<file path="src/logic/snes_bridge_pkg.sv">
/*
  Shared definitions for the bridge control logic.
  Holds the address windows, the settings register offsets, the data table
  constants, and the packed structs for settings, bridge bus, save port and RTC.
*/
package snes_bridge_pkg;

  // upper address nibble of each bridge window
  localparam logic [3:0] window_settings = 4'h0;
  localparam logic [3:0] window_save     = 4'h2;
  localparam logic [3:0] window_cmd      = 4'hF;

  ////////////////////////////////////////////////////////////
  // settings register byte offsets
  localparam logic [31:0] reg_ioctl_download = 32'h0000_0000;
  localparam logic [31:0] reg_rom_size       = 32'h0000_0004;
  localparam logic [31:0] reg_rom_type       = 32'h0000_0008;
  localparam logic [31:0] reg_ram_size       = 32'h0000_000C;
  localparam logic [31:0] reg_pal            = 32'h0000_0010;
  localparam logic [31:0] reg_reset          = 32'h0000_0050;
  localparam logic [31:0] reg_cpu_turbo      = 32'h0000_0080;
  localparam logic [31:0] reg_gsu_turbo      = 32'h0000_0084;
  localparam logic [31:0] reg_multitap       = 32'h0000_0100;
  localparam logic [31:0] reg_lightgun       = 32'h0000_0104;
  localparam logic [31:0] reg_aim_speed      = 32'h0000_0108;
  localparam logic [31:0] reg_aspect         = 32'h0000_0200;
  localparam logic [31:0] reg_blend          = 32'h0000_0204;

  // size word of data slot 1 in the data table
  localparam logic [9:0]  datatable_size_index = 10'd3;
  localparam logic [31:0] save_size_base       = 32'd1024;

  ////////////////////////////////////////////////////////////
  typedef struct packed {
    logic       ioctl_download;
    logic [7:0] rom_type;
    logic [3:0] rom_size;
    logic [3:0] ram_size;
    logic       pal;
    logic       cpu_turbo;
    logic       gsu_turbo;
    logic       multitap;
    logic       lightgun_enabled;
    logic       lightgun_type;
    logic [7:0] aim_speed;
    logic       use_4_3;
    logic       blend;
  } core_settings_t;

  typedef struct packed {
    logic [31:0] addr;
    logic        rd;
    logic        wr;
    logic [31:0] wr_data;
  } bridge_bus_t;

  // core side save port, 16-bit word address
  typedef struct packed {
    logic        wr;
    logic [10:0] addr;
    logic [15:0] wdata;
  } core_save_req_t;

  typedef struct packed {
    logic       toggle;
    logic [7:0] pad;
    logic [7:0] weekday;
    logic [7:0] year;
    logic [7:0] month;
    logic [7:0] day;
    logic [7:0] hour;
    logic [7:0] minute;
    logic [7:0] second;
  } rtc_word_t;

endpackage

</file>
<file path="src/logic/bridge_settings_regs.sv">
/*
  Settings register file on the bridge bus.
  Decodes writes into the settings struct, runs the core reset pulse counter
  and returns registered readback of every register.
*/
`timescale 1ns/10ps

module bridge_settings_regs #(
  parameter int unsigned reset_hold_cycles = 1048576
) (
  input  logic                            clk_74a,
  input  logic                            pll_core_locked,
  input  snes_bridge_pkg::bridge_bus_t    bridge,
  output snes_bridge_pkg::core_settings_t settings,
  output logic                            reset_button,
  output logic [31:0]                     rd_data
);

  localparam int cnt_w = $clog2(reset_hold_cycles + 1);

  logic             in_window;
  logic [31:0]      offset;
  logic             reset_wr;
  logic [cnt_w-1:0] reset_cnt;
  logic [31:0]      rd_word;

  assign in_window = bridge.addr[31:28] == snes_bridge_pkg::window_settings;
  assign offset    = {4'h0, bridge.addr[27:0]};
  assign reset_wr  = bridge.wr && in_window && (offset == snes_bridge_pkg::reg_reset);

  ////////////////////////////////////////////////////////////
  // write decode
  always_ff @(posedge clk_74a or negedge pll_core_locked) begin
    if (!pll_core_locked) begin
      settings <= '0;
    end else if (bridge.wr && in_window) begin
      case (offset)
        snes_bridge_pkg::reg_ioctl_download: settings.ioctl_download <= bridge.wr_data[0];
        snes_bridge_pkg::reg_rom_size:       settings.rom_size <= bridge.wr_data[3:0];
        snes_bridge_pkg::reg_rom_type:       settings.rom_type <= bridge.wr_data[7:0];
        snes_bridge_pkg::reg_ram_size:       settings.ram_size <= bridge.wr_data[3:0];
        snes_bridge_pkg::reg_pal:            settings.pal <= bridge.wr_data[0];
        snes_bridge_pkg::reg_cpu_turbo:      settings.cpu_turbo <= bridge.wr_data[0];
        snes_bridge_pkg::reg_gsu_turbo:      settings.gsu_turbo <= bridge.wr_data[0];
        snes_bridge_pkg::reg_multitap:       settings.multitap <= bridge.wr_data[0];
        snes_bridge_pkg::reg_lightgun: begin
          settings.lightgun_enabled <= bridge.wr_data[0];
          settings.lightgun_type    <= bridge.wr_data[1];
        end
        snes_bridge_pkg::reg_aim_speed:      settings.aim_speed <= bridge.wr_data[7:0];
        snes_bridge_pkg::reg_aspect:         settings.use_4_3 <= bridge.wr_data[0];
        snes_bridge_pkg::reg_blend:          settings.blend <= bridge.wr_data[0];
        default: ;
      endcase
    end
  end

  // core reset pulse, high while the counter runs
  always_ff @(posedge clk_74a or negedge pll_core_locked) begin
    if (!pll_core_locked) begin
      reset_cnt <= '0;
    end else if (reset_wr) begin
      reset_cnt <= cnt_w'(reset_hold_cycles);
    end else if (reset_cnt != '0) begin
      reset_cnt <= reset_cnt - 1'b1;
    end
  end

  assign reset_button = reset_cnt != '0;

  ////////////////////////////////////////////////////////////
  // readback, unused bits read as zero
  always_comb begin
    case (offset)
      snes_bridge_pkg::reg_ioctl_download: rd_word = {31'h0, settings.ioctl_download};
      snes_bridge_pkg::reg_rom_size:       rd_word = {28'h0, settings.rom_size};
      snes_bridge_pkg::reg_rom_type:       rd_word = {24'h0, settings.rom_type};
      snes_bridge_pkg::reg_ram_size:       rd_word = {28'h0, settings.ram_size};
      snes_bridge_pkg::reg_pal:            rd_word = {31'h0, settings.pal};
      snes_bridge_pkg::reg_reset:          rd_word = {31'h0, reset_button};
      snes_bridge_pkg::reg_cpu_turbo:      rd_word = {31'h0, settings.cpu_turbo};
      snes_bridge_pkg::reg_gsu_turbo:      rd_word = {31'h0, settings.gsu_turbo};
      snes_bridge_pkg::reg_multitap:       rd_word = {31'h0, settings.multitap};
      snes_bridge_pkg::reg_lightgun:
        rd_word = {30'h0, settings.lightgun_type, settings.lightgun_enabled};
      snes_bridge_pkg::reg_aim_speed:      rd_word = {24'h0, settings.aim_speed};
      snes_bridge_pkg::reg_aspect:         rd_word = {31'h0, settings.use_4_3};
      snes_bridge_pkg::reg_blend:          rd_word = {31'h0, settings.blend};
      default:                             rd_word = 32'h0;
    endcase
  end

  always_ff @(posedge clk_74a) begin
    if (bridge.rd && in_window) begin
      rd_data <= rd_word;
    end
  end

endmodule

</file>
<file path="config.mk">
export PLATFORM = sky130hd
export DESIGN_NAME = bridge_settings_regs
export DESIGN_NICKNAME = d
export VERILOG_FILES = /design/src/logic/snes_bridge_pkg.sv /design/src/logic/bridge_settings_regs.sv
export SDC_FILE = /design/constraint.sdc
export NUM_CORES = 1
export LEC_CHECK = 0
export BUFFER_PORTS_ARGS = -buffer_cell sky130_fd_sc_hd__buf_4
export CAP_MARGIN = 25
export CORE_UTILIZATION = 49
export DETAILED_ROUTE_END_ITERATION = 8
export GPL_TIMING_DRIVEN = 0
export PLACE_DENSITY = 0.91
export SYNTH_ARGS = -nofsm -noshare
export SYNTH_HDL_FRONTEND = slang
export SYNTH_SLANG_ARGS = --single-unit
</file>
<file path="constraint.sdc">
create_clock -name clk_74a -period 2.2 [get_ports clk_74a]
set_input_delay 0.22 -clock clk_74a [delete_from_list [all_inputs] [get_ports clk_74a]]
set_output_delay 0.22 -clock clk_74a [all_outputs]
set_load 0.02 [all_outputs]
</file>
---- Word-level counts from Yosys, hierarchy flattened ----
Index checks and enable logic that the tools add are counted.
Widths: inputs -> output; s select.
operators by class
  $add $sub $neg .......................... 1
  mux-type cells .......................... 3
  reduce and logical (&&, ||, !) cells .... 19
  eq/ne operators ......................... 12
operators with widths
  cell                   count
  $pmux 8 s13            1
  $eq 28x9->1 const B    3
  $eq 28x10->1 const B   2
  $eq 28x4->1 const B    2
  $eq 28x8->1 const B    2
  $mux 21                2
  $logic_not 32->1       1
  $eq 28x3->1 const B    1
  $eq 28x5->1 const B    1
  $eq 28x7->1 const B    1
  $reduce_and 2->1       12
  $reduce_bool 21->1     1
  $sub 21x1->21 const B  1
  $logic_not 4->1        1
  $logic_and 1x1->1      3
  $reduce_bool 2->1      1
storage, ports and cells
  word-level logic and storage cells ...... 50
  bits of input ports ..................... 68
  output and inout bits ................... 66
  bits in registers ....................... 86

---- Longest topological paths before layout ----
  depth after elaboration ................. 4
  depth in mapped cells ................... 8
  mapped depth without buffers ............ 7

---- Worst setup path after synthesis ----
No wires, ideal clock.
  kind .................................... reg-to-output
  start ................................... register reset_cnt[13]
  end ..................................... output port reset_button
  path slack .............................. 0.054 ns
  stages on the path, launching flop included .. 4
  data arrival time ....................... 1.926 ns
  data required time ...................... 1.980 ns
  buffers on the path ..................... 0
  cell sequence ........................... dfrtp_1 > or4_4 > or3_1 > or4_1
on the way
  longest elaborated chain between the ends .. 1
ends and longest elaborated chain
  element                 line                        source
  from (decl)             bridge_settings_regs.sv:24  logic [cnt_w-1:0] reset_cnt;
  from (signal assigned)  bridge_settings_regs.sv:63  reset_cnt <= cnt_w'(reset_hold_cycles);
  from (signal assigned)  bridge_settings_regs.sv:65  reset_cnt <= reset_cnt - 1'b1;
  $reduce_bool 21->1      bridge_settings_regs.sv:69  assign reset_button = reset_cnt != '0;
  to (decl)               bridge_settings_regs.sv:15  output logic reset_button,
No other way between the ends.

---- Worst setup path in the final report ----
  start ................................... register reset_cnt[16]
  end ..................................... output port reset_button
The elaborated chain is that of the path after synthesis.

==> metrics <==
htree depth=3; Worst Hold Class=input pin to register; Synth cell types=55; Finished Cell Area=4600 µm²; min Tclk post-route=2470 ps; DRC viols=0; CTS tree=done; startpoint type of the worst setup path=register; antenna cell count=0; clock latency on the worst-skew pair=roughly 340 ps; clock tree buffer depth=2; post-DP HPWL=around 6300 µm; Synth Flop Type=dfrtp_1; P per Cell Area=497 nW/µm²; R2R setup slack=-90 ps; die footprint=7360 µm²; routed vias/inst=around 5.4; status=complete, but fails checks; unrepaired setup endpoints after global routing=true; initial antenna violation count=0; Worst setup EP type=output pin; Port Buffer Count=83; Wirelength per Cell=16.0 µm; max_cap viols=0; Antenna Nets Post-Route=0; area delta synth->final=33.6%; clock root buffer master=clkbuf_8; P_leak=between 2 and 2.5 nW; GRT Residual Overflow=0; Post-synth EDFFs=8; first-pass GRT wire length=roughly 14,000 µm; IO Pins=134; synthesized flop and latch total=62; DR iter-0 viols=188; failing checks=setup timing; Worst slew margin=0.206; Slew Viols, Final=0; WP data arrival=approximately 2300 ps; CTS Buf Count=9; Synth Area per Inst=10.9 µm²; row count=30; Post-Syn Area=about 3400 µm²; number of hold violations in the final report=0; Critical Path RT=roughly 2000 ps; most common cell after layout, fill and taps aside=buf_4; Synth Warn #=0; final WL=between 8000 and 9000 µm; DP Area=between 4000 and 5000 µm²; final setup TNS=-492 ps; Die Height=approximately 86 µm; Initial Utilization=0.506; worst-margin pin slew=between 1000 and 1500 ps; critical path type=register to output pin; most frequent cells in the layout=buf_4, dfrtp_1, mux2_2; Final setup viols=5; Post-Synthesis Cells=roughly 320; share of cells above drive strength 1=0.418; Detailed Routing Iterations Pass 1=4; DR vias=~3,000; Total GRT Usage=0.244; post-synthesis sequential area ratio=0.463; Final Skew=9.19 ps; number of global-route vias before repair=between 2,000 and 3,000; Max Clk Rate=slightly above 400 MHz; Nets=515; Worst VDD drop=around 0.46 mV; Worst-path clk slew=around 80 ps; routability congestion estimate=approximately 0.87; Tcrit/Tclk final=1.12; Core ar.=approximately 6800 µm²; asr flop ratio synth=0.871; Die Wd=about 86 µm; maximum fanout along the worst path=2; pin count of the biggest net entering global routing=55; CTS Sinks=62; final worst slack=-273 ps
## final cells by class
| class | instances | area, µm² |
|---|---|---|
| Buffer | 34 | 241 |
| Clock buffer | 9 | 124 |
| Clock inverter | 7 | 56.3 |
| Fill cell | 502 | 2200 |
| Inverter | 2 | 7.51 |
| Multi-Input combinational cell | 241 | 1730 |
| Sequential cell | 62 | 1590 |
| Tap cell | 96 | 120 |
| Timing Repair Buffer | 95 | 723 |
## cell usage after synthesis, types with 6 or more instances
cell type	count	share of area
nor4_1	13	0.024
a21oi_1	7	0.010
buf_4	25	0.055
dfrtp_1	54	0.39
mux2_2	35	0.11
nor2_1	32	0.035
clkbuf_1	6	0.0065
nor3_1	9	0.013
edfxtp_1	8	0.070
nand3_1	9	0.013
nand2_1	17	0.019
xnor2_1	11	0.028
## flip-flops by register name, indices dropped and copies added (netlist names)
signal / cells
settings: 33
reset_cnt: 21
rd_data: 8
## metrics by stage
step	std cells	total power [mW]	hold slack (ps)	setup slack, ps	util
after floorplan	340	1.28	-75.6	54.3	-
after global placement	519	1.38	296	-197	0.629
after detailed placement	519	1.39	307	-221	0.629
after CTS	539	2.30	103	-334	0.666
after global routing	546	2.36	99.1	-322	0.677
final	546	2.28	117	-273	0.677
## timing repair
item / CTS / global route
hold buffers: 1 / 0
pin swaps: 4 / 9
resized for setup: 10 / 5
hold endpoints to repair: 54 / 0
buffers inserted: 3 / 8
endpoints found under the setup margin: 2 / 7
## worst paths after layout
path                                 startpoint           end  cells after the start
worst max-delay path              reset_cnt[16]  reset_button                      4
worst min-delay path                  bridge[6]   settings[8]                      2
worst max register to register    reset_cnt[16]  reset_cnt[8]                      8
worst min register to register     settings[25]  settings[25]                      1
max in group asynchronous       pll_core_locked   settings[1]                      2
min in group asynchronous       pll_core_locked  settings[26]                      2
## cell families (layout without fill, tap and decap cells)
| family | after synthesis | count (layout) | synth area share |
|---|---|---|---|
| flops | 62 | 62 | 0.463 |
| xor+xnor | 16 | 16 | 0.0407 |
| other cells | 1 | 24 | 0.00109 |
| mux | 39 | 39 | 0.126 |
| compound gates | 31 | 31 | 0.0644 |
| buf+inv | 37 | 147 | 0.0705 |
| fa+ha+maj | 2 | 2 | 0.00727 |
| simple gates | 129 | 129 | 0.227 |
## critical path, cell delays in order (launching register included)
cell and delay, ps:
dfrtp_1 390, or4_4 540, or3_4 340, or4_4 490, buf_6 150
## per-layer routing
metal | up-vias | GRT usage | routed length, µm
li1 | 1378 | - | -
met1 | 1425 | 0.278 | 3330
met2 | 146 | 0.433 | 4620
met3 | 16 | 0.0683 | 622
met4 | 0 | 0.0970 | 145
met5 | - | 0 | 0
## power breakdown
group	switching (mW)	internal, mW
clock	0.499	0.420
sequential	0.000473	1.16
combinational	0.114	0.0921
No activity file was read; power rests on OpenSTA's default activity.
