`src/logic/snes_bridge_pkg.sv`:
```
/*
  Shared definitions for the bridge control logic.
  Holds the address windows, the settings register offsets, the data table
  constants, and the packed structs for settings, bridge bus, save port and RTC.
*/
package snes_bridge_pkg;

  // upper address nibble of each bridge window
  localparam logic [3:0] window_settings = 4'h0;
  localparam logic [3:0] window_save     = 4'h2;
  localparam logic [3:0] window_cmd      = 4'hF;

  ////////////////////////////////////////////////////////////
  // settings register byte offsets
  localparam logic [31:0] reg_ioctl_download = 32'h0000_0000;
  localparam logic [31:0] reg_rom_size       = 32'h0000_0004;
  localparam logic [31:0] reg_rom_type       = 32'h0000_0008;
  localparam logic [31:0] reg_ram_size       = 32'h0000_000C;
  localparam logic [31:0] reg_pal            = 32'h0000_0010;
  localparam logic [31:0] reg_reset          = 32'h0000_0050;
  localparam logic [31:0] reg_cpu_turbo      = 32'h0000_0080;
  localparam logic [31:0] reg_gsu_turbo      = 32'h0000_0084;
  localparam logic [31:0] reg_multitap       = 32'h0000_0100;
  localparam logic [31:0] reg_lightgun       = 32'h0000_0104;
  localparam logic [31:0] reg_aim_speed      = 32'h0000_0108;
  localparam logic [31:0] reg_aspect         = 32'h0000_0200;
  localparam logic [31:0] reg_blend          = 32'h0000_0204;

  // size word of data slot 1 in the data table
  localparam logic [9:0]  datatable_size_index = 10'd3;
  localparam logic [31:0] save_size_base       = 32'd1024;

  ////////////////////////////////////////////////////////////
  typedef struct packed {
    logic       ioctl_download;
    logic [7:0] rom_type;
    logic [3:0] rom_size;
    logic [3:0] ram_size;
    logic       pal;
    logic       cpu_turbo;
    logic       gsu_turbo;
    logic       multitap;
    logic       lightgun_enabled;
    logic       lightgun_type;
    logic [7:0] aim_speed;
    logic       use_4_3;
    logic       blend;
  } core_settings_t;

  typedef struct packed {
    logic [31:0] addr;
    logic        rd;
    logic        wr;
    logic [31:0] wr_data;
  } bridge_bus_t;

  // core side save port, 16-bit word address
  typedef struct packed {
    logic        wr;
    logic [10:0] addr;
    logic [15:0] wdata;
  } core_save_req_t;

  typedef struct packed {
    logic       toggle;
    logic [7:0] pad;
    logic [7:0] weekday;
    logic [7:0] year;
    logic [7:0] month;
    logic [7:0] day;
    logic [7:0] hour;
    logic [7:0] minute;
    logic [7:0] second;
  } rtc_word_t;

endpackage

```
`src/logic/save_session_tracker.sv`:
```
/*
  Save session flag and data table size writer.
*/
`timescale 1ns/10ps

module save_session_tracker (
  input  logic        clk_74a,
  input  logic        pll_core_locked,
  input  logic        dataslot_requestread,
  input  logic        dataslot_requestwrite,
  input  logic        dataslot_allcomplete,
  input  logic [3:0]  ram_size,
  output logic        save_download,
  output logic [9:0]  datatable_addr,
  output logic        datatable_wren,
  output logic [31:0] datatable_data
);

  logic allcomplete_q;
  logic allcomplete_rise;

  assign allcomplete_rise = dataslot_allcomplete && !allcomplete_q;

  // session opens on any slot request, closes on complete edge
  always_ff @(posedge clk_74a or negedge pll_core_locked) begin
    if (!pll_core_locked) begin
      allcomplete_q <= 1'b0;
      save_download <= 1'b0;
    end else begin
      allcomplete_q <= dataslot_allcomplete;
      if (dataslot_requestread || dataslot_requestwrite) begin
        save_download <= 1'b1;
      end else if (allcomplete_rise) begin
        save_download <= 1'b0;
      end
    end
  end

  ////////////////////////////////////////////////////////////
  // size of data slot 1, rewritten every cycle
  always_ff @(posedge clk_74a or negedge pll_core_locked) begin
    if (!pll_core_locked) begin
      datatable_addr <= '0;
      datatable_wren <= 1'b0;
      datatable_data <= '0;
    end else begin
      datatable_addr <= snes_bridge_pkg::datatable_size_index;
      datatable_wren <= 1'b1;
      datatable_data <= (ram_size != 4'h0) ? snes_bridge_pkg::save_size_base << ram_size
                                           : 32'h0;
    end
  end

endmodule

```
`config.mk`:
```
export PLATFORM = sky130hd
export DESIGN_NAME = save_session_tracker
export DESIGN_NICKNAME = d
export VERILOG_FILES = /design/src/logic/snes_bridge_pkg.sv /design/src/logic/save_session_tracker.sv
export SDC_FILE = /design/constraint.sdc
export NUM_CORES = 1
export LEC_CHECK = 0
export BUFFER_PORTS_ARGS = -buffer_cell sky130_fd_sc_hd__buf_2
export CORE_MARGIN = 4
export CORE_UTILIZATION = 31
export CTS_BUF_LIST = sky130_fd_sc_hd__clkbuf_2
export CTS_CLUSTER_DIAMETER = 80
export DETAILED_ROUTE_END_ITERATION = 8
export GPL_ROUTABILITY_DRIVEN = 0
export PLACE_DENSITY = 0.74
export SETUP_SLACK_MARGIN = 0.2
export SLEW_MARGIN = 15
export SYNTH_ARGS = -nofsm -noshare
export SYNTH_HDL_FRONTEND = slang
export SYNTH_SLANG_ARGS = --single-unit
export TNS_END_PERCENT = 5
```
`constraint.sdc`:
```
create_clock -name clk_74a -period 1 [get_ports clk_74a]
set_input_delay 0.05 -clock clk_74a [delete_from_list [all_inputs] [get_ports clk_74a]]
set_output_delay 0.05 -clock clk_74a [all_outputs]
set_load 0.05 [all_outputs]
```
### Word level (Yosys, flattened, before mapping)

Index checks and enable logic that the tools add are counted.

* input bits: 9
* bits in registers: 36

* shift operators: 1
* reductions and logical operators: 5
* muxes and demuxes: 3

Operator list (count)
* $mux 32: 1
* $shl 11x4->32 const A: 1
* $reduce_bool 4->1: 1
* $mux 1: 2
* $reduce_bool 2->1: 1
* $logic_and 1x1->1: 1
* $logic_not 1->1: 1
* $logic_or 1x1->1: 1

### Logic depth before layout (Yosys ltp)

Gate-level depths: netlist of run 1.

* depth in word-level cells: 4
* mapped depth: 2

### Worst setup path after synthesis of run 1

OpenSTA, ideal clock, no wires.

* kind: reg-to-reg
* start point: register, netlist name save_download
* end point: register save_download
* period minus slack after synthesis: 976 ps
* cell stages (with the launch flop): 2
* arrival time: 852 ps
* slack: 24 ps
* path through: dfrtp_1 a211o_1

RTL lines
* to (signal assigned): RTL line save_session_tracker.sv:28 `save_download <= 1'b0;`
* to (signal assigned): RTL line save_session_tracker.sv:32 `save_download <= 1'b1;`
* to (signal assigned): RTL line save_session_tracker.sv:34 `save_download <= 1'b0;`
* to (decl): RTL line save_session_tracker.sv:13 `output logic save_download,`

### Worst setup path after layout of run 1

* start point: register, netlist name datatable_addr[0]
* end point: output datatable_addr[0]

RTL lines
* to (decl): RTL line save_session_tracker.sv:14 `output logic [9:0] datatable_addr,`

No word-level cell between the ends.

==> reports/metrics.yaml, run 1 <==
synthesis:
  ys_seq_area_frac: 0.586
  synth_compound_area_frac: 0.0108
  synth-simple-area-share: 0.154
  syn_inst: 70
  synth_top_family_by_area: "buffers and inverters"
  yosysWarnings: 0
  syn_area_um2: 812
  ys_types: 11
  ys_seq_elements: 19
  synth_top_area_cell: "dfrtp_1"
  synth.avg_cell_area_um2: 11.6
  synthAdderAreaFrac: 0
  netlist.area_leader.share: 0.586
  synth.area.mux_share: 0
  synth-xor-area-share: 0
  synthTopCellsByArea: "dfrtp_1 (59%), buf_4 (24%), nor2_1 (4.2%)"
grt:
  grt_pass1_wl_um: 2150
  antenna_found_initial: 0
  grt_max_degree: 20
  grt_pass1_vias: 548
  busiest_layer: "met2"
  grt_overflow: 0
  gr-usage-met3: 0.0349
  use_met1: 0.0742
  track_usage: 0.0845
  grt_use_met2: 0.158
clock_network:
  tritoncts: "yes"
  clkSlewWorstSetupHoldPaths_ns: 0.17
  cts_setup_buffers: 0
  cts.root.buffer_cell: "clkbuf_2"
  ctsLongestPathBuffers: 2
  clock_latency_ns: 0.30
  cts_buffers: 3
  clock-sinks: 19
  htree_levels: 1
die:
  pin_count: 53
  num_rows: 18
  chipWidth_um: 59.2
  die_y_um: 59.2
  coreArea_mm2: 0.00248
  start_util: 0.328
  dieArea_mm2: 0.00350
worst_hold_path:
  hp-class: "input port to flop"
routing:
  route.vias.total: 527
  postRouteAntennaNets: 0
  vias_per_cell: 3.74
  postRouteWirelength_um: 1400
  wl_per_cell_um: 9.91
  dr.pass1.iters: 3
  drtIter0Drc: 5
  drc_errors: 0
setup_path:
  crit_fanout: 3
  cp_cell_sequence: "buf_6"
  cp_top_family: "flip-flops"
  worst_setup_path_end_kind: "output port"
  crit_buf_inv: 1
  slowest_delay_ns: 0.46
  worstSetupStartpointType: "flop"
  crit_type: "flop to output port"
  cp.required_ns: 0.95
  cp.arrival_ns: 0.92
  crit_path_top_delay_cell: "dfrtp_2"
final_layout:
  final_common_cell: "conb_1"
  syn_to_final_growth_pct: 40.7
  antenna_cells: 0
  final_util: 0.461
  final_cell_mix: "conb_1 (26), buf_6 (20), dfrtp_1 (17)"
  drive_gt1_frac: 0.342
  fin_nets: 121
placed_design:
  io_buffers: 28
  post-dp-hpwl_um: 1060
pwr:
  powerDensity_mw_per_mm2: 1370
  finalPower_w: 0.00157
  peakVddDrop_mv: 0.664
  power.leakage_nw: 0.598
sta:
  rsz0062_at_grt: "yes"
  finClkSkew_ns: 0.0000266
  finalMaxSlewViolations: 0
  min_period_over_period: 0.972
  finalSetupViolCount: 0
  fin_crit_ns: 0.972
  hold_violations: 0
  clock.fmax_ghz: 1.03
outcome:
  outcome: "finished clean"
flow_run:
  cap_violations: 0
## cell usage after synthesis
master and count:
nand2b_4 2, dfrtp_1 19, nand2_2 1, nand2b_1 3, buf_4 26, nor3_1 5, a211o_1 1, nor2_1 9
nor3_2 1, nand2_1 1, conb_1 2
## cell families (layout without fill, tap and decap cells)
logic type / after synthesis / after routing
buffers and inverters: 26 / 43
and+or+nand+nor: 22 / 22
DFF: 19 / 19
other: 2 / 26
AOI/OAI and AO/OA: 1 / 1
## layout make-up
type | instances | area (um^2)
fillers | 230 | 1340
multi-input cells | 49 | 231
well taps | 30 | 37.5
flip-flops and latches | 19 | 478
clock inverters | 1 | 5.00
repair buffers | 39 | 375
clock buffers | 3 | 15.0
## flip-flops by register name (all words and copies together) (netlist names)
name / flops
datatable_data: 16
allcomplete_q: 1
datatable_addr: 1
save_download: 1
## report_power, final
| group | switching (W) | leakage [nW] | internal (W) |
|---|---|---|---|
| Sequential | 0.0000125 | 0.249 | 0.000792 |
| Combinational | 0.000353 | 0.333 | 0.000104 |
| Clock | 0.000217 | 0.0164 | 0.0000905 |
| Total | 0.000583 | 0.598 | 0.000986 |
## final timing paths
| path | startpoint | end | slack [ns] | cells after the start |
|---|---|---|---|---|
| setup / recovery | datatable_addr[0] | datatable_addr[0] | 0.03 | 1 |
| hold / removal | ram_size[0] | datatable_data[11] | 0.03 | 3 |
| setup reg to reg | allcomplete_q | save_download | 0.10 | 2 |
| hold reg to reg | save_download | save_download | 0.53 | 1 |
| max in group asynchronous | pll_core_locked | datatable_addr[0] | 0.52 | 2 |
| min in group asynchronous | pll_core_locked | allcomplete_q | 0.19 | 2 |
## routing by layer
metal	share of wire	routed length, um
met3	0.14	202
met4	0.018	25
met5	0	0
met2	0.52	723
met1	0.32	446
## through the flow
stage	setup WS [ns]	instances	instance area, um^2	hold slack (ns)	TNS (ns)
finish	0.0276	141	1140	0.0312	0
global route	-0.0318	141	1140	0.00450	-0.0975
CTS	0.0119	141	1050	0.0171	0
detailed placement	0.111	126	887	-0.0000467	0
global placement	0.142	126	887	-0.0103	0
floorplan	0.105	94	905	-0.246	0
## timing repair
action | in CTS | in global routing
hold buffers | 11 | 0
resized for setup | 11 | 41
hold endpoints to repair | 26 | 0
setup endpoints to repair | 21 | 21
cloned | 0 | 0
Power figures use the tool's default switching activity.
==> run 2, diff against run 1 <==
- REMOVE_ABC_BUFFERS: not set -> 1
==> reports/metrics.yaml, run 2 (synthesized netlist as in run 1, its figures left out) <==
pwr:
  pwr-share-clk: 0.197  # about the same
  peakVddDrop_mv: 0.661  # -0.59%
  swShare: 0.375  # +0.00333
  pwr-share-seq: 0.514  # about the same
  p_int_w: 0.000977  # -0.97%
  power.leakage_nw: 0.591  # -1.3%
  finalPower_w: 0.00156  # -0.44%
  combinationalPowerShare: 0.289  # -0.002
  p_switching_w: 0.000586  # +0.45%
  powerDensity_mw_per_mm2: 1410  # +2.4%
grt:
  grt_overflow: 0  # unchanged
  grt_pass1_wl_um: 2210  # +2.6%
  grt_max_degree: 20  # unchanged
  grt_pass1_vias: 535  # -2.4%
  track_usage: 0.0860  # +0.00144
  antenna_found_initial: 0  # unchanged
final_layout:
  antenna_cells: 0  # unchanged
  syn_to_final_growth_pct: 36.8
  drive_gt1_frac: 0.352  # +0.00951
  filler_cell_count: 258  # +12%
  final_cell_mix: "conb_1 (26), dfrtp_1 (19), buf_6 (17)"
  fin_area_mm2: 0.00111  # -2.7%
  largest_register_ffs: 16  # unchanged
  fin_nets: 118  # -2.5%
  top_register: "datatable_data"
  final_common_cell: "conb_1"
die:
  chipWidth_um: 59.2  # unchanged
  dieArea_mm2: 0.00350  # unchanged
  coreArea_mm2: 0.00248  # unchanged
  num_rows: 18  # unchanged
  start_util: 0.328  # unchanged
  die_y_um: 59.2  # unchanged
  pin_count: 53  # unchanged
setup_path:
  crit_fanout: 3  # unchanged
  crit_type: "flop to output port"
  crit_buf_inv: 1  # unchanged
  cp_top_family: "flip-flops"
  worst_setup_path_end_kind: "output port"
  crit_path_top_delay_cell: "dfrtp_1"
  worstSetupStartpointType: "flop"
  cp_cell_sequence: "buf_4"
  cp.arrival_ns: 0.92  # about the same
  slowest_delay_ns: 0.43  # -0.03 ns
  cp.required_ns: 0.95  # about the same
routing:
  postRouteWirelength_um: 1490  # +6.9%
  route.vias.total: 530  # +0.57%
  drtIter0Drc: 7  # +2
  dr.pass1.iters: 4  # +1
  postRouteAntennaNets: 0  # unchanged
  vias_per_cell: 3.84  # +2.8%
  wl_per_cell_um: 10.8  # +9.3%
  drc_errors: 0  # unchanged
sta:
  finClkSkew_ns: 0.000378  # +0.000351 ns
  clock.fmax_ghz: 1.03  # about the same
  fin_crit_ns: 0.973  # +0.000650 ns
  finalMaxSlewViolations: 0  # unchanged
  finalSetupViolCount: 0  # unchanged
  min_period_over_period: 0.973  # about the same
  hold_violations: 0  # unchanged
  rsz0062_at_grt: "yes"
  setup_slack_ns: 0.0269  # -0.000650 ns
clock_network:
  cts_setup_buffers: 0  # unchanged
  htree_levels: 1  # unchanged
  ctsLongestPathBuffers: 2  # unchanged
  clock_latency_ns: 0.30  # about the same
  clkSlewWorstSetupHoldPaths_ns: 0.17  # about the same
  cts_buffers: 3  # unchanged
  cts.root.buffer_cell: "clkbuf_2"
  tritoncts: "yes"
  clock-sinks: 19  # unchanged
placed_design:
  placed_cell_area_um2: 885  # -0.28%
  post-dp-hpwl_um: 1090  # +2.8%
  pre_cts_ws_ns: 0.124  # +0.0139 ns
  io_buffers: 28  # unchanged
outcome:
  outcome: "finished clean"
worst_hold_path:
  hp-class: "input port to flop"
flow_run:
  cap_violations: 0  # unchanged
run 2: power groups by stage:
stage	combinational (W)	clock, W	sequential [W]
3_3_place_gp	0.000390	0	0.000812
4_1_cts	0.000423	0.000323	0.000798
2_1_floorplan	0.000225	0	0.000904
6_report	0.000452	0.000308	0.000802
5_1_grt	0.000473	0.000356	0.000806
3_5_place_dp	0.000393	0	0.000812
run 2: final timing paths:
check,slack [ns],start,to,cells after the start
max in group asynchronous,0.54,pll_core_locked,datatable_data[14],2
min reg2reg,0.55,save_download,save_download,1
max reg2reg,0.15,allcomplete_q,save_download,2
min in group asynchronous,0.18,pll_core_locked,datatable_data[15],2
max,0.03,datatable_addr[0],datatable_addr[1],1
min,0.02,ram_size[1],datatable_data[18],2
run 2: through the flow:
| step | hold slack (ns) | std cells | utilization | TNS (ns) |
|---|---|---|---|---|
| 4_1_cts | 0.00585 | 138 | 0.404 | 0 |
| 6_report | 0.0161 | 138 | 0.448 | 0 |
| 5_1_grt | -0.000799 | 138 | 0.448 | -0.0944 |
| 2_1_floorplan | -0.246 | 68 | - | -0.693 |
| 3_5_place_dp | -0.000550 | 126 | 0.357 | 0 |
| 3_3_place_gp | -0.0144 | 126 | 0.357 | 0 |
run 2: cell type report:
class                      instances  area, um^2  area share
clock inverter                     1        5.00     0.00450
timing repair buffer              36         334       0.301
multi-input combinational         49         244       0.220
tap                               30        37.5      0.0338
sequential                        19         475       0.428
clock buffer                       3        15.0      0.0135
run 2: layer usage:
layer	GRT usage	routed length (um)
met1	0.0799	481
met2	0.165	781
met3	0.0349	231
met4	0.0291	0
met5	0	0
run 2: timing repair:
action,in CTS,in global routing
pin swaps,0,1
hold buffers,8,0
endpoints found under the hold margin,26,0
setup endpoints to repair,21,22
gates resized for setup,6,47
==> run 3, diff against run 2 <==
- CORE_MARGIN: 4 -> 1
- MAX_ROUTING_LAYER: not set -> met4
- clock period: 1 -> 1.1 ns (I/O delays scaled with it)
==> reports/metrics.yaml, run 3 (synthesized netlist as in run 1, its figures left out) <==
clock_network:
  tritoncts: "yes"
  cts_setup_buffers: 0  # unchanged
  clock-sinks: 19  # unchanged
  cts.root.buffer_cell: "clkbuf_2"
  clkSlewWorstSetupHoldPaths_ns: 0.17  # about the same
  htree_levels: 1  # unchanged
  clock_latency_ns: 0.30  # about the same
  cts_buffers: 3  # unchanged
  ctsLongestPathBuffers: 2  # unchanged
routing:
  wl_per_cell_um: 8.80  # -19%
  drtIter0Drc: 4  # -3
  vias_per_cell: 3.68  # -4.2%
  route.vias.total: 508  # -4.2%
  postRouteWirelength_um: 1210  # -19%
  dr.pass1.iters: 4  # unchanged
  postRouteAntennaNets: 0  # unchanged
  drc_errors: 0  # unchanged
outcome:
  outcome: "finished clean"
setup_path:
  rrSetupSlack_ns: 0.21  # +0.06 ns
  r2r-end: "save_download"
  worst_setup_path_end_kind: "output port"
  slowest_delay_ns: 0.43  # about the same
  crit_fanout: 3  # unchanged
  crit_buf_inv: 1  # unchanged
  crit_path_top_delay_cell: "dfrtp_1"
  cp_top_family: "flip-flops"
  worstSetupStartpointType: "flop"
  rr_worst_depth: 2  # unchanged
  crit_type: "flop to output port"
  cp.arrival_ns: 0.93  # about the same
  cp.required_ns: 1.04  # +0.09 ns
  rr_startpoint: "allcomplete_q"
  cp_cell_sequence: "buf_4"
final_layout:
  syn_to_final_growth_pct: 22.5
  fin_nets: 118  # unchanged
  final_cell_mix: "conb_1 (26), buf_2 (24), dfrtp_1 (19)"
  final_util: 0.402  # -0.0470
  drive_gt1_frac: 0.333  # -0.0185
  antenna_cells: 0  # unchanged
  filler_cell_count: 249  # -3.5%
  largest_register_ffs: 16  # unchanged
  top_register: "datatable_data"
  final_common_cell: "conb_1"
die:
  die_y_um: 53.2  # -10%
  coreArea_mm2: 0.00248  # unchanged
  num_rows: 18  # unchanged
  start_util: 0.328  # unchanged
  dieArea_mm2: 0.00283  # -19%
  pin_count: 53  # unchanged
  chipWidth_um: 53.2  # -10%
sta:
  hold_violations: 0  # unchanged
  min_period_over_period: 0.891
  finalMaxSlewViolations: 0  # unchanged
  setup_slack_ns: 0.120  # +0.0930 ns
  fin_crit_ns: 0.980
  whs_ns: 0.182  # +0.166 ns
  clock.fmax_ghz: 1.02
  rsz0062_at_grt: "yes"
  finalSetupViolCount: 0  # unchanged
  finClkSkew_ns: 0.0000628  # -0.000315 ns
  fin_setup_tns_ns: 0  # unchanged
pwr:
  power.leakage_nw: 0.568  # -3.7%
  powerDensity_mw_per_mm2: 1400  # -0.55%
  peakVddDrop_mv: 0.490  # -26%
flow_run:
  cap_violations: 0  # unchanged
placed_design:
  pre_cts_ws_ns: 0.224  # +0.0995 ns
  io_buffers: 28  # unchanged
  post-dp-hpwl_um: 919  # -15%
grt:
  grt_overflow: 0  # unchanged
  antenna_found_initial: 0  # unchanged
  track_usage: 0.0989  # +0.0129
  grt_max_degree: 20  # unchanged
  grt_pass1_vias: 430  # -20%
  grt_pass1_wl_um: 1810  # -18%
worst_hold_path:
  hp-class: "input port to async pin"
## run 3: cell counts in the layout (fill, tap and decap cells not counted)
Identical to the previous run, type by type.
## run 3: area by class of cell
type	instances	area, um^2	area share
flip-flops and latches	19	475	0.478
multi-input cells	49	231	0.233
repair buffers	36	230	0.231
well taps	30	37.5	0.0377
clock buffers	3	15.0	0.0151
clock inverters	1	5.00	0.00503
## run 3: metal layers
metal	global-route usage	vias to the layer above	share of wire
met5	-	-	0
met1	0.0968	225	0.38
met4	0.0526	0	0.011
met2	0.165	39	0.48
met3	0.0431	2	0.12
li1	-	242	-
## run 3: power by group
| group | switching, W | total, W | internal [W] |
|---|---|---|---|
| Clock | 0.000201 | 0.000284 | 0.0000823 |
| Sequential | 0.00000593 | 0.000725 | 0.000719 |
| Combinational | 0.000319 | 0.000382 | 0.0000633 |
| Total | 0.000526 | 0.00139 | 0.000865 |
## run 3: stage by stage
step / cell area [um^2] / power (W) / instances
after detailed placement: 885 / 0.00109 / 126
after floorplan: 707 / 0.00103 / 68
after global placement: 885 / 0.00109 / 126
after global routing: 995 / 0.00148 / 138
final: 995 / 0.00139 / 138
after CTS: 995 / 0.00141 / 138
## run 3: repair_timing
| action | 4_1_cts | 5_1_grt |
|---|---|---|
| hold buffers | 8 | 0 |
| gates resized for setup | 4 | 0 |
| endpoints found under the setup margin | 20 | 22 |
| hold endpoints to repair | 25 | 0 |
## run 3: worst max-delay path by stage
stage	endpoint	cells past startpoint	startpoint	slack (ns)
4_1_cts	datatable_addr[1]	1	datatable_addr[0]	0.10
3_5_place_dp	save_download	2	allcomplete_q	0.22
3_3_place_gp	save_download	2	allcomplete_q	0.24
5_1_grt	datatable_addr[0]	1	datatable_addr[0]	0.03
6_report	datatable_addr[1]	1	datatable_addr[0]	0.12
2_1_floorplan	datatable_addr[0]	0	datatable_addr[0]	-0.14
