===== config.mk =====
export PLATFORM = sky130hd
export DESIGN_NAME = rtc_packer
export DESIGN_NICKNAME = d
export VERILOG_FILES = /design/src/logic/snes_bridge_pkg.sv /design/src/logic/rtc_packer.sv
export SDC_FILE = /design/constraint.sdc
export NUM_CORES = 1
export LEC_CHECK = 0
export ABC_AREA = 1
export BUFFER_PORTS_ARGS = -buffer_cell sky130_fd_sc_hd__buf_4
export CORE_MARGIN = 3
export CORE_UTILIZATION = 45
export DETAILED_ROUTE_END_ITERATION = 16
export PLACE_DENSITY = 0.82
export SLEW_MARGIN = 20
export SYNTH_ARGS = -nofsm -noshare
export SYNTH_HDL_FRONTEND = slang
export SYNTH_SLANG_ARGS = --single-unit

===== constraint.sdc =====
create_clock -name clk_74a -period 1.65 [get_ports clk_74a]
set_input_delay 0.0825 -clock clk_74a [delete_from_list [all_inputs] [get_ports clk_74a]]
set_output_delay 0.0825 -clock clk_74a [all_outputs]
set_load 0.01 [all_outputs]

===== src/logic/snes_bridge_pkg.sv =====
/*
  Shared definitions for the bridge control logic.
  Holds the address windows, the settings register offsets, the data table
  constants, and the packed structs for settings, bridge bus, save port and RTC.
*/
package snes_bridge_pkg;

  // upper address nibble of each bridge window
  localparam logic [3:0] window_settings = 4'h0;
  localparam logic [3:0] window_save     = 4'h2;
  localparam logic [3:0] window_cmd      = 4'hF;

  ////////////////////////////////////////////////////////////
  // settings register byte offsets
  localparam logic [31:0] reg_ioctl_download = 32'h0000_0000;
  localparam logic [31:0] reg_rom_size       = 32'h0000_0004;
  localparam logic [31:0] reg_rom_type       = 32'h0000_0008;
  localparam logic [31:0] reg_ram_size       = 32'h0000_000C;
  localparam logic [31:0] reg_pal            = 32'h0000_0010;
  localparam logic [31:0] reg_reset          = 32'h0000_0050;
  localparam logic [31:0] reg_cpu_turbo      = 32'h0000_0080;
  localparam logic [31:0] reg_gsu_turbo      = 32'h0000_0084;
  localparam logic [31:0] reg_multitap       = 32'h0000_0100;
  localparam logic [31:0] reg_lightgun       = 32'h0000_0104;
  localparam logic [31:0] reg_aim_speed      = 32'h0000_0108;
  localparam logic [31:0] reg_aspect         = 32'h0000_0200;
  localparam logic [31:0] reg_blend          = 32'h0000_0204;

  // size word of data slot 1 in the data table
  localparam logic [9:0]  datatable_size_index = 10'd3;
  localparam logic [31:0] save_size_base       = 32'd1024;

  ////////////////////////////////////////////////////////////
  typedef struct packed {
    logic       ioctl_download;
    logic [7:0] rom_type;
    logic [3:0] rom_size;
    logic [3:0] ram_size;
    logic       pal;
    logic       cpu_turbo;
    logic       gsu_turbo;
    logic       multitap;
    logic       lightgun_enabled;
    logic       lightgun_type;
    logic [7:0] aim_speed;
    logic       use_4_3;
    logic       blend;
  } core_settings_t;

  typedef struct packed {
    logic [31:0] addr;
    logic        rd;
    logic        wr;
    logic [31:0] wr_data;
  } bridge_bus_t;

  // core side save port, 16-bit word address
  typedef struct packed {
    logic        wr;
    logic [10:0] addr;
    logic [15:0] wdata;
  } core_save_req_t;

  typedef struct packed {
    logic       toggle;
    logic [7:0] pad;
    logic [7:0] weekday;
    logic [7:0] year;
    logic [7:0] month;
    logic [7:0] day;
    logic [7:0] hour;
    logic [7:0] minute;
    logic [7:0] second;
  } rtc_word_t;

endpackage


===== src/logic/rtc_packer.sv =====
/*
  RTC word for the core, with a toggle that flips on every new time.
*/
`timescale 1ns/10ps

module rtc_packer (
  input  logic                       clk_74a,
  input  logic                       pll_core_locked,
  input  logic [31:0]                rtc_date,
  input  logic [31:0]                rtc_time,
  output snes_bridge_pkg::rtc_word_t rtc
);

  logic [31:0] prev_time;
  logic        new_rtc;

  always_ff @(posedge clk_74a or negedge pll_core_locked) begin
    if (!pll_core_locked) begin
      prev_time <= '0;
      new_rtc   <= 1'b0;
    end else if (rtc_time != prev_time) begin
      prev_time <= rtc_time;
      new_rtc   <= !new_rtc;
    end
  end

  always_comb begin
    rtc.toggle  = new_rtc;
    rtc.pad     = 8'h00;
    // weekday is not tracked by the host
    rtc.weekday = 8'h01;
    rtc.year    = rtc_date[23:16];
    rtc.month   = rtc_date[15:8];
    rtc.day     = rtc_date[7:0];
    rtc.hour    = rtc_time[23:16];
    rtc.minute  = rtc_time[15:8];
    rtc.second  = rtc_time[7:0];
  end

endmodule


### Word-level counts from Yosys, hierarchy flattened

Cells that the tools add are included.

| storage, ports and cells | value |
|---|---|
| logic and storage cells | 4 |
| output and inout port bits | 65 |
| input port bits | 66 |
| register bits after elaboration | 33 |

| cells by class | value |
|---|---|
| reductions and logical operators | 1 |
| equal/unequal tests | 1 |

Operators with widths:

| cell | number |
|---|---|
| 32-bit inequality test | 1 |
| 1-bit logical NOT | 1 |

### Depth between registers and ports, before layout

Gate-level depths: netlist of the first run.

| depth | value |
|---|---|
| word-level depth | 1 |
| gate-level depth with buffers | 10 |

### Worst setup path before layout of the first run

Ideal clock, no wire load.

| timing | value |
|---|---|
| kind | reg2reg |
| start | register prev_time[20] |
| end | register new_rtc |
| library setup time | 0.116 ns |
| clock period less this slack | 1.053 ns |
| arrival | 0.936 ns |
| buffers on the path | 0 |
| setup slack | 0.597 ns |
| cell stages (with the launch flop) | 9 |
| path through | dfrtp_1 xnor2_1 nand2_1 nor2_1 nand2_1 nor2_2 nand2_1 nand2_1 nand2_1 |

| between the ends | value |
|---|---|
| longest elaborated chain between the ends | 1 |

Ends and longest elaborated chain:

| element | RTL line | RTL |
|---|---|---|
| start: declaration | rtc_packer.sv:14 | `logic [31:0] prev_time;` |
| start signal: assignment | rtc_packer.sv:22 | `prev_time <= rtc_time;` |
| 32-bit inequality test | rtc_packer.sv:21 | `end else if (rtc_time != prev_time) begin` |
| end signal: assignment | rtc_packer.sv:23 | `new_rtc <= !new_rtc;` |
| end: declaration | rtc_packer.sv:15 | `logic new_rtc;` |

Every way passes these cells.
A chain may end at the register's enable or synchronous reset.

### Worst setup path in the final report of the first run

| timing | value |
|---|---|
| start | input rtc_time[18] |
| end | register new_rtc |

| between the ends | value |
|---|---|
| longest elaborated chain between the ends | 1 |

Ends and longest elaborated chain:

| element | RTL line | RTL |
|---|---|---|
| start: declaration | rtc_packer.sv:10 | `input logic [31:0] rtc_time,` |
| 32-bit inequality test | rtc_packer.sv:21 |  |

Every way passes these cells.

==> flow_summary.json, run 1 <==
{
  "io_pins": 131,
  "totalPowerFinal_mw": 1.80,
  "antenna_cells": 0,
  "drive_gt1_frac": 0.277,
  "syn_to_final_growth_pct": 18.5,
  "met1_usage": 0.151,
  "grt_max_degree": 34,
  "min_from": "rtc_date[10]",
  "cts_made_buffers": 5,
  "leakage_nw": 1.13,
  "yosys.area.top_type": "dfrtp_1",
  "synthTopCellsByArea": "dfrtp_1 (43%), buf_4 (25%), xnor2_1 (12%)",
  "clk_path_buf_depth": 2,
  "htreeDepth": 2,
  "synthTopCellsByCount": "buf_4 (65), nand2_1 (41), dfrtp_1 (33)",
  "reg2reg_slack_ps": 470,
  "cp-startpoint": "rtc_time[18]",
  "path_class": "in -> reg",
  "fin_setup_tns_ps": 0,
  "finalHoldViolCount": 0,
  "synth_flop_cell": "dfrtp_1",
  "start_util": 0.474,
  "numPortBuffers": 58,
  "rsz0062_at_grt": "no",
  "synth_area_per_cell_um2": 8.62,
  "antenna_left": 0,
  "first_iter_violations": 33,
  "wl_per_cell_um": 10.8,
  "r2r_end": "new_rtc",
  "cts_tree": "done",
  "grt_overflow_total": 0,
  "fin_skew_ps": 2.70,
  "grt_pass1_wl_mm": 5.38,
  "die-width_um": 71.4,
  "async_flop_share": 1.00,
  "outcome": "complete, no violations",
  "drtPass1Iterations": 3,
  "crit_path_frequent_cell": "nand2_1",
  "ys_seq_area_frac": 0.429,
  "route.detailed.drc": 0,
  "worst_r2r_path_depth": 8,
  "ys_ff_latch": 33,
  "routed_wl_mm": 3.11,
  "dp_hpwl_mm": 2.13,
  "crit_required_ps": 1820,
  "holdPathEnd": "rtc[34]",
  "grtUsageTotal": 0.137,
  "yosys.area.top_type_share": 0.429,
  "setup_viol": 0,
  "path_max_fanout": 3,
  "gp_congestion": 0.655,
  "synth_edf_count": 0,
  "cts_repair_resize_count": 0,
  "netlist_instances": 223,
  "grt_pass1_vias": 1186,
  "grt.met2_usage": 0.230,
  "row_count": 23,
  "synth.distinct_cells": 11,
  "coreArea_mm2": 0.00406,
  "path_clk_slew_ps": 60,
  "synth_area_mm2": 0.00192,
  "utilization": 0.562,
  "arrival_ps": 1460,
  "slew_viol_final": 0,
  "cap_viol_max_count": 0,
  "synth.most_common_cell": "buf_4",
  "period_share": 0.780,
  "vias": 1158,
  "vdd_drop_max_mv": 0.570,
  "nFillCells": 356,
  "grtUsageMet3": 0.0547,
  "antenna_found_initial": 0,
  "clkLatencyLatePin_ps": 270,
  "die-area_mm2": 0.00509,
  "cts_setup_buffers": 0,
  "r2r-start": "prev_time[18]",
  "yosysWarnings": 0,
  "cp-start-kind": "primary input",
  "grt_busiest_layer": "met2",
  "root_buffer": "clkbuf_8",
  "cts.sinks": 33,
  "period_needed_ps": 1290,
  "cp-end-kind": "flip-flop",
  "slowest_stage": "dlygate4sd3_1",
  "hold_depth": 0,
  "fmax_mhz": 777,
  "power_density_mw_per_mm2": 789,
  "die_h_um": 71.4,
  "fin_nets": 304,
  "hold_path.class": "in -> out",
  "path_cells": "dlygate4sd3_1 > buf_4 > xnor2_1 > nand2_1 > nor2_1 > nand2_1 > nor2_2 > nand2_1 > nand2_1 > nand2_1",
  "slowest_delay_ps": 550,
  "vias_per_cell": 4.02
}
## layer usage
| layer | part of all wire | wire length (um) |
|---|---|---|
| met5 | 0 | 0 |
| met4 | 0.026 | 82 |
| met3 | 0.086 | 268 |
| met2 | 0.52 | 1620 |
| met1 | 0.37 | 1140 |
## worst max-delay path by stage
stage	end	slack (ps)
finish	new_rtc	360
detailed placement	new_rtc	470
global placement	new_rtc	480
global route	new_rtc	250
CTS	new_rtc	370
floorplan	new_rtc	600
## per-stage QoR
step | area, um2 | setup slack, ps | instances | hold slack (ps)
detailed placement | 1860 | 471 | 248 | 49.8
global placement | 1860 | 477 | 248 | 43.7
CTS | 2280 | 372 | 288 | 165
finish | 2280 | 363 | 288 | 165
global route | 2280 | 246 | 288 | 165
floorplan | 1980 | 597 | 237 | -213
## critical path: cells and delay by family
| family | cells | cell delay [ps] |
|---|---|---|
| buffers and inverters | 2 | 700 |
| xor gates and xnor gates | 1 | 130 |
| and+or+nand+nor | 7 | 540 |
## kinds of logic (layout without fill, tap and decap cells)
group / Yosys count / after routing / share of synthesized area
buffers and inverters: 110 / 111 / 0.344
and+or+nand+nor: 52 / 52 / 0.105
DFF: 33 / 33 / 0.429
xor gates and xnor gates: 26 / 26 / 0.118
other: 2 / 16 / 0.00391
## placed cells by master, fill, tap and decap left out
master and n:
buf_4 58, clkbuf_1 1, clkbuf_8 6, conb_1 16
dfrtp_1 33, dlygate4sd3_1 33, inv_1 13, nand2_1 41
nand3_1 1, nor2_1 8, nor2_2 2, xnor2_1 26
## registers in the layout, indices dropped and copies added, names as in the netlist
register and cells:
prev_time 32, new_rtc 1
## where the power goes
group	total (mW)	switching, mW	leakage, nW	internal [mW]
sequential	0.867	0.0179	0.382	0.849
combinational	0.337	0.142	0.702	0.195
clock	0.593	0.263	0.0443	0.330
## cell type report
class                           instances  area, um2  area share
Clock buffer                            7       86.3      0.0379
Inverter                               13       48.8      0.0214
Multi-Input combinational cell         94        489       0.215
Sequential cell                        33        826       0.362
Tap cell                               50       62.6      0.0275
Timing Repair Buffer                   91        766       0.336
## timing repair
action | CTS | global route
hold endpoints to repair | 65 | 0
endpoints found under the setup margin | 0 | 0
hold buffers | 33 | 0
Power figures use the tool's default switching activity.
==> inputs of run 2 (changes only) <==
--- a/config.mk
+++ b/config.mk
@@ -8,9 +8,9 @@
 export ABC_AREA = 1
 export BUFFER_PORTS_ARGS = -buffer_cell sky130_fd_sc_hd__buf_4
 export CORE_MARGIN = 3
-export CORE_UTILIZATION = 45
+export CORE_UTILIZATION = 42
 export DETAILED_ROUTE_END_ITERATION = 16
-export PLACE_DENSITY = 0.82
+export PLACE_DENSITY = 0.77
 export SLEW_MARGIN = 20
 export SYNTH_ARGS = -nofsm -noshare
 export SYNTH_HDL_FRONTEND = slang
==> constraint.sdc (replaced) <==
create_clock -name clk_74a -period 1.2 [get_ports clk_74a]
set_input_delay 0.06 -clock clk_74a [delete_from_list [all_inputs] [get_ports clk_74a]]
set_output_delay 0.06 -clock clk_74a [all_outputs]
set_load 0.01 [all_outputs]
==> flow_summary.json, run 2 (synthesized netlist as in run 1, its figures left out) <==
{
  "whs_ps": 104,
  "drive_gt1_frac": 0.303,
  "grt_pass1_vias": 1241,
  "first_iter_violations": 31,
  "fmax_mhz": 828,
  "leakage_nw": 1.16,
  "fin_skew_ps": 2.76,
  "largest-register": "prev_time",
  "cp-start-kind": "primary input",
  "path_clk_slew_ps": 70,
  "die_h_um": 73.7,
  "cts_setup_buffers": 0,
  "utilization": 0.549,
  "dpl_cell_area_mm2": 0.00186,
  "path_class": "in -> reg",
  "crit_required_ps": 1370,
  "slowest_delay_ps": 540,
  "finalInstanceArea_mm2": 0.00231,
  "vdd_drop_max_mv": 0.594,
  "grt_pass1_wl_mm": 5.32,
  "fin_setup_tns_ps": -7.58,
  "period_share": 1.01,
  "wl_met3_um": 262,
  "cap_viol_max_count": 0,
  "rsz0062_at_grt": "yes",
  "slowest_stage": "dlygate4sd3_1",
  "setup_slack_ps": -7.58,
  "crit_path_frequent_cell": "nand2_1",
  "cp-end-kind": "flip-flop",
  "root_buffer": "clkbuf_8",
  "coreArea_mm2": 0.00420,
  "start_util": 0.458,
  "fin_nets": 297,
  "route.detailed.drc": 0,
  "die-width_um": 73.7,
  "syn_to_final_growth_pct": 19.9,
  "dp_hpwl_mm": 2.16,
  "maxUsedRoutingLayer": "met4",
  "hold_path.class": "in -> reg",
  "arrival_ps": 1380,
  "grt_overflow_total": 0,
  "antenna_left": 0,
  "antenna_cells": 0,
  "clk_path_buf_depth": 2,
  "crit_family": "buffers and inverters",
  "io_pins": 131,
  "pre_cts_slack_ps": -2.37,
  "drtPass1Iterations": 3,
  "die-area_mm2": 0.00543,
  "path_max_fanout": 2,
  "row_count": 23,
  "slew_viol_final": 0,
  "largestRegisters": "prev_time x32, new_rtc x1",
  "grt_max_degree": 34,
  "met1Wirelength_mm": 1.11,
  "path_cells": "dlygate4sd3_1 > buf_4 > xnor2_2 > nand2_1 > nor2_1 > nand2_1 > nor2_2 > nand2_1 > nand2_1 > nand2_1",
  "failed_checks": "setup timing",
  "cts_tree": "done",
  "finalHoldViolCount": 0,
  "dp_cells": 248,
  "outcome": "complete, but fails checks",
  "gp_congestion": 0.641,
  "totalPowerFinal_mw": 2.51,
  "cts.sinks": 33,
  "layout_common_cells": "buf_4 (51), nand2_1 (41), dfrtp_1 (33), dlygate4sd3_1 (32)",
  "htreeDepth": 2,
  "numPortBuffers": 58,
  "clkLatencyLatePin_ps": 280,
  "final_common_cell": "buf_4",
  "vias": 1157,
  "period_needed_ps": 1210,
  "power_density_mw_per_mm2": 1090,
  "reg2reg_slack_ps": 20,
  "vias_per_cell": 4.12,
  "largest_register_ffs": 32,
  "path_buf_inv": 2,
  "antenna_found_initial": 0,
  "fin_cells": 281,
  "routed_wl_mm": 3.20,
  "grtUsageTotal": 0.129,
  "setup_viol": 1,
  "wl_per_cell_um": 11.4,
  "wl_met2_mm": 1.74,
  "cts_made_buffers": 5
}
==> run 2: worst paths after layout <==
path	from	to	cells past startpoint
min in group asynchronous	pll_core_locked	prev_time[18]	2
worst min-delay path	rtc_time[14]	prev_time[14]	1
worst max register to register	prev_time[20]	new_rtc	8
worst max-delay path	rtc_time[30]	new_rtc	10
max in group asynchronous	pll_core_locked	prev_time[13]	2
worst min register to register	new_rtc	new_rtc	3
==> run 2: metal layers <==
layer  global-route usage  vias up
li1                     -      557
met1                0.128      531
met2                0.232       52
met3               0.0451       17
met4               0.0684        0
met5                    0        -
==> run 2: report_power, final <==
part / internal [mW] / leakage, nW / switching [mW]
clock network: 0.455 / 0.0443 / 0.379
registers: 1.17 / 0.382 / 0.0299
logic: 0.275 / 0.734 / 0.203
==> run 2: layout make-up <==
cell class	count	area, um2
fill	388	1900
sequential	33	826
timing repair buffer	84	716
multi-input combinational	94	567
clock buffer	7	86.3
tap	50	62.6
inverter	13	48.8
==> run 2: worst register-to-register path: stages (launching register included) <==
cell and delay, ps:
dfrtp_1 370, xnor2_1 140, nand2_1 70, nor2_1 100
nand2_1 80, nor2_2 140, nand2_1 60, nand2_1 60
nand2_1 40
==> run 2: timing repair <==
item	in CTS	in global routing
hold endpoints to repair	65	0
gates resized for setup	0	12
pin swaps	4	23
setup endpoints to repair	1	1
hold buffers	33	0
==> inputs of run 3 (changes only) <==
--- a/config.mk
+++ b/config.mk
@@ -8,9 +8,9 @@
 export ABC_AREA = 1
 export BUFFER_PORTS_ARGS = -buffer_cell sky130_fd_sc_hd__buf_4
 export CORE_MARGIN = 3
-export CORE_UTILIZATION = 42
+export CORE_UTILIZATION = 45
 export DETAILED_ROUTE_END_ITERATION = 16
-export PLACE_DENSITY = 0.77
+export PLACE_DENSITY = 0.82
 export SLEW_MARGIN = 20
 export SYNTH_ARGS = -nofsm -noshare
 export SYNTH_HDL_FRONTEND = slang
==> constraint.sdc (replaced) <==
create_clock -name clk_74a -period 1.5 [get_ports clk_74a]
set_input_delay 0.075 -clock clk_74a [delete_from_list [all_inputs] [get_ports clk_74a]]
set_output_delay 0.075 -clock clk_74a [all_outputs]
set_load 0.01 [all_outputs]
==> flow_summary.json, run 3 (synthesized netlist as in run 1, its figures left out) <==
{
  "cts_tree": "done",
  "die-width_um": 71.4,
  "cts_made_buffers": 5,
  "cp-start-kind": "primary input",
  "wl_per_cell_um": 11.2,
  "numPortBuffers": 58,
  "period_share": 0.852,
  "pwr-share-clk": 0.308,
  "setup_slack_ps": 222,
  "grtUsageTotal": 0.138,
  "crit_required_ps": 1670,
  "setup_viol": 0,
  "comb_power_share": 0.194,
  "dp_hpwl_mm": 2.16,
  "root_buffer": "clkbuf_8",
  "slowest_stage": "dlygate4sd3_1",
  "clk_path_buf_depth": 2,
  "largest-register": "prev_time",
  "slew_viol_final": 0,
  "antenna_cells": 0,
  "largest_register_ffs": 32,
  "power_density_mw_per_mm2": 845,
  "hold_depth": 0,
  "r2r_end": "new_rtc",
  "cap_viol_max_count": 0,
  "hold_path.class": "in -> out",
  "arrival_ps": 1450,
  "first_iter_violations": 22,
  "pre_cts_slack_ps": 294,
  "leakage_nw": 1.12,
  "vias": 1150,
  "clkLatencyLatePin_ps": 270,
  "antenna_left": 0,
  "fin_setup_tns_ps": 0,
  "htreeDepth": 2,
  "rsz0062_at_grt": "no",
  "route.detailed.drc": 0,
  "final_common_cell": "buf_4",
  "period_needed_ps": 1280,
  "cts_repair_resize_count": 0,
  "worst_r2r_path_depth": 8,
  "p_seq_frac": 0.498,
  "grt_overflow_total": 0,
  "antenna_found_initial": 0,
  "swShare": 0.241,
  "path_class": "in -> reg",
  "path_cells": "dlygate4sd3_1 > buf_4 > xnor2_1 > nand2_1 > nor2_1 > nand2_1 > nor2_2 > nand2_1 > nand2_1 > nand2_1",
  "path_max_fanout": 3,
  "path_clk_slew_ps": 60,
  "fin_skew_ps": 5.25,
  "reg2reg_slack_ps": 320,
  "start_util": 0.474,
  "grt_pass1_wl_mm": 5.35,
  "grt_max_degree": 34,
  "r2r-start": "prev_time[18]",
  "finalHoldViolCount": 0,
  "min_from": "rtc_date[10]",
  "crit_path_frequent_cell": "nand2_1",
  "die_h_um": 71.4,
  "io_pins": 131,
  "utilization": 0.558,
  "vdd_drop_max_mv": 0.586,
  "cp-end-kind": "flip-flop",
  "coreArea_mm2": 0.00406,
  "drtPass1Iterations": 4,
  "holdPathEnd": "rtc[34]",
  "routed_wl_mm": 3.21,
  "vias_per_cell": 4.01,
  "syn_to_final_growth_pct": 17.8,
  "cts_setup_buffers": 0,
  "crit_family": "buffers and inverters",
  "cts.sinks": 33,
  "p_int_mw": 1.45,
  "die-area_mm2": 0.00509,
  "gp_congestion": 0.652,
  "grt_pass1_vias": 1187,
  "row_count": 23,
  "outcome": "complete, no violations",
  "fin_nets": 304,
  "largestRegisters": "prev_time x32, new_rtc x1",
  "fmax_mhz": 783,
  "path_buf_inv": 2,
  "slowest_delay_ps": 550,
  "drive_gt1_frac": 0.278,
  "p_sw_uw": 462,
  "layout_common_cells": "buf_4 (58), nand2_1 (41), dlygate4sd3_1 (33), dfrtp_1 (33), xnor2_1 (26)"
}
==> run 3: changes by cell type in the layout (fill, tap and decap cells not counted), sizes merged <==
cell,before,now
buf,51,58
clkbuf,7,5
clkinv,0,1
dlygate4sd3,32,33
dlymetal6s4s,1,0
==> run 3: how the worst max path moves through the flow <==
stage                  start       to  slack [ps]  cells past startpoint
2_1_floorplan  prev_time[20]  new_rtc         450                      8
3_3_place_gp   prev_time[28]  new_rtc         320                      8
3_5_place_dp   prev_time[18]  new_rtc         290                      8
4_1_cts         rtc_time[18]  new_rtc         220                     10
5_1_grt         rtc_time[19]  new_rtc          80                     10
6_report        rtc_time[19]  new_rtc         220                     10
==> run 3: what timing repair did <==
item                       CTS  global route
hold endpoints to repair    65             0
setup endpoints to repair    0             0
hold buffers                33             0
==> run 3: metrics by stage <==
step / total power, mW / instance area [um2] / cells / hold WS [ps]
3_3_place_gp: 1.27 / 1860 / 248 / 36.8
3_5_place_dp: 1.28 / 1860 / 248 / 43.3
2_1_floorplan: 1.27 / 1980 / 237 / -221
6_report: 1.92 / 2270 / 287 / 150
5_1_grt: 2.03 / 2270 / 287 / 150
4_1_cts: 1.95 / 2270 / 287 / 150
==> run 3: power by group through the flow <==
stage | Sequential (mW) | Clock, mW | Combinational, mW
floorplan | 0.967 | 0 | 0.303
global placement | 0.968 | 0 | 0.299
detailed placement | 0.970 | 0 | 0.306
CTS | 0.954 | 0.625 | 0.376
global route | 0.958 | 0.659 | 0.414
finish | 0.954 | 0.590 | 0.372
==> run 3: cell type report <==
cell class	count	area, um2
clock buffers	5	68.8
clock inverters	1	5.00
fillers	359	1790
inverters	13	48.8
multi-input cells	94	489
flip-flops and latches	33	826
well taps	50	62.6
repair buffers	91	766
==> run 3: per-layer routing <==
layer | global-route usage | up-vias | share of wire
li1 | - | 572 | -
met1 | 0.135 | 505 | 0.34
met2 | 0.248 | 55 | 0.54
met3 | 0.0393 | 18 | 0.081
met4 | 0.0981 | 0 | 0.036
met5 | 0 | - | 0
==> run 3: worst register-to-register path, cell delays in order, from the launching register on <==
cell and delay (ps):
dfrtp_1 370, xnor2_1 150, nand2_1 60, nor2_1 110, nand2_1 90, nor2_2 140, nand2_1 60, nand2_1 50
nand2_1 40
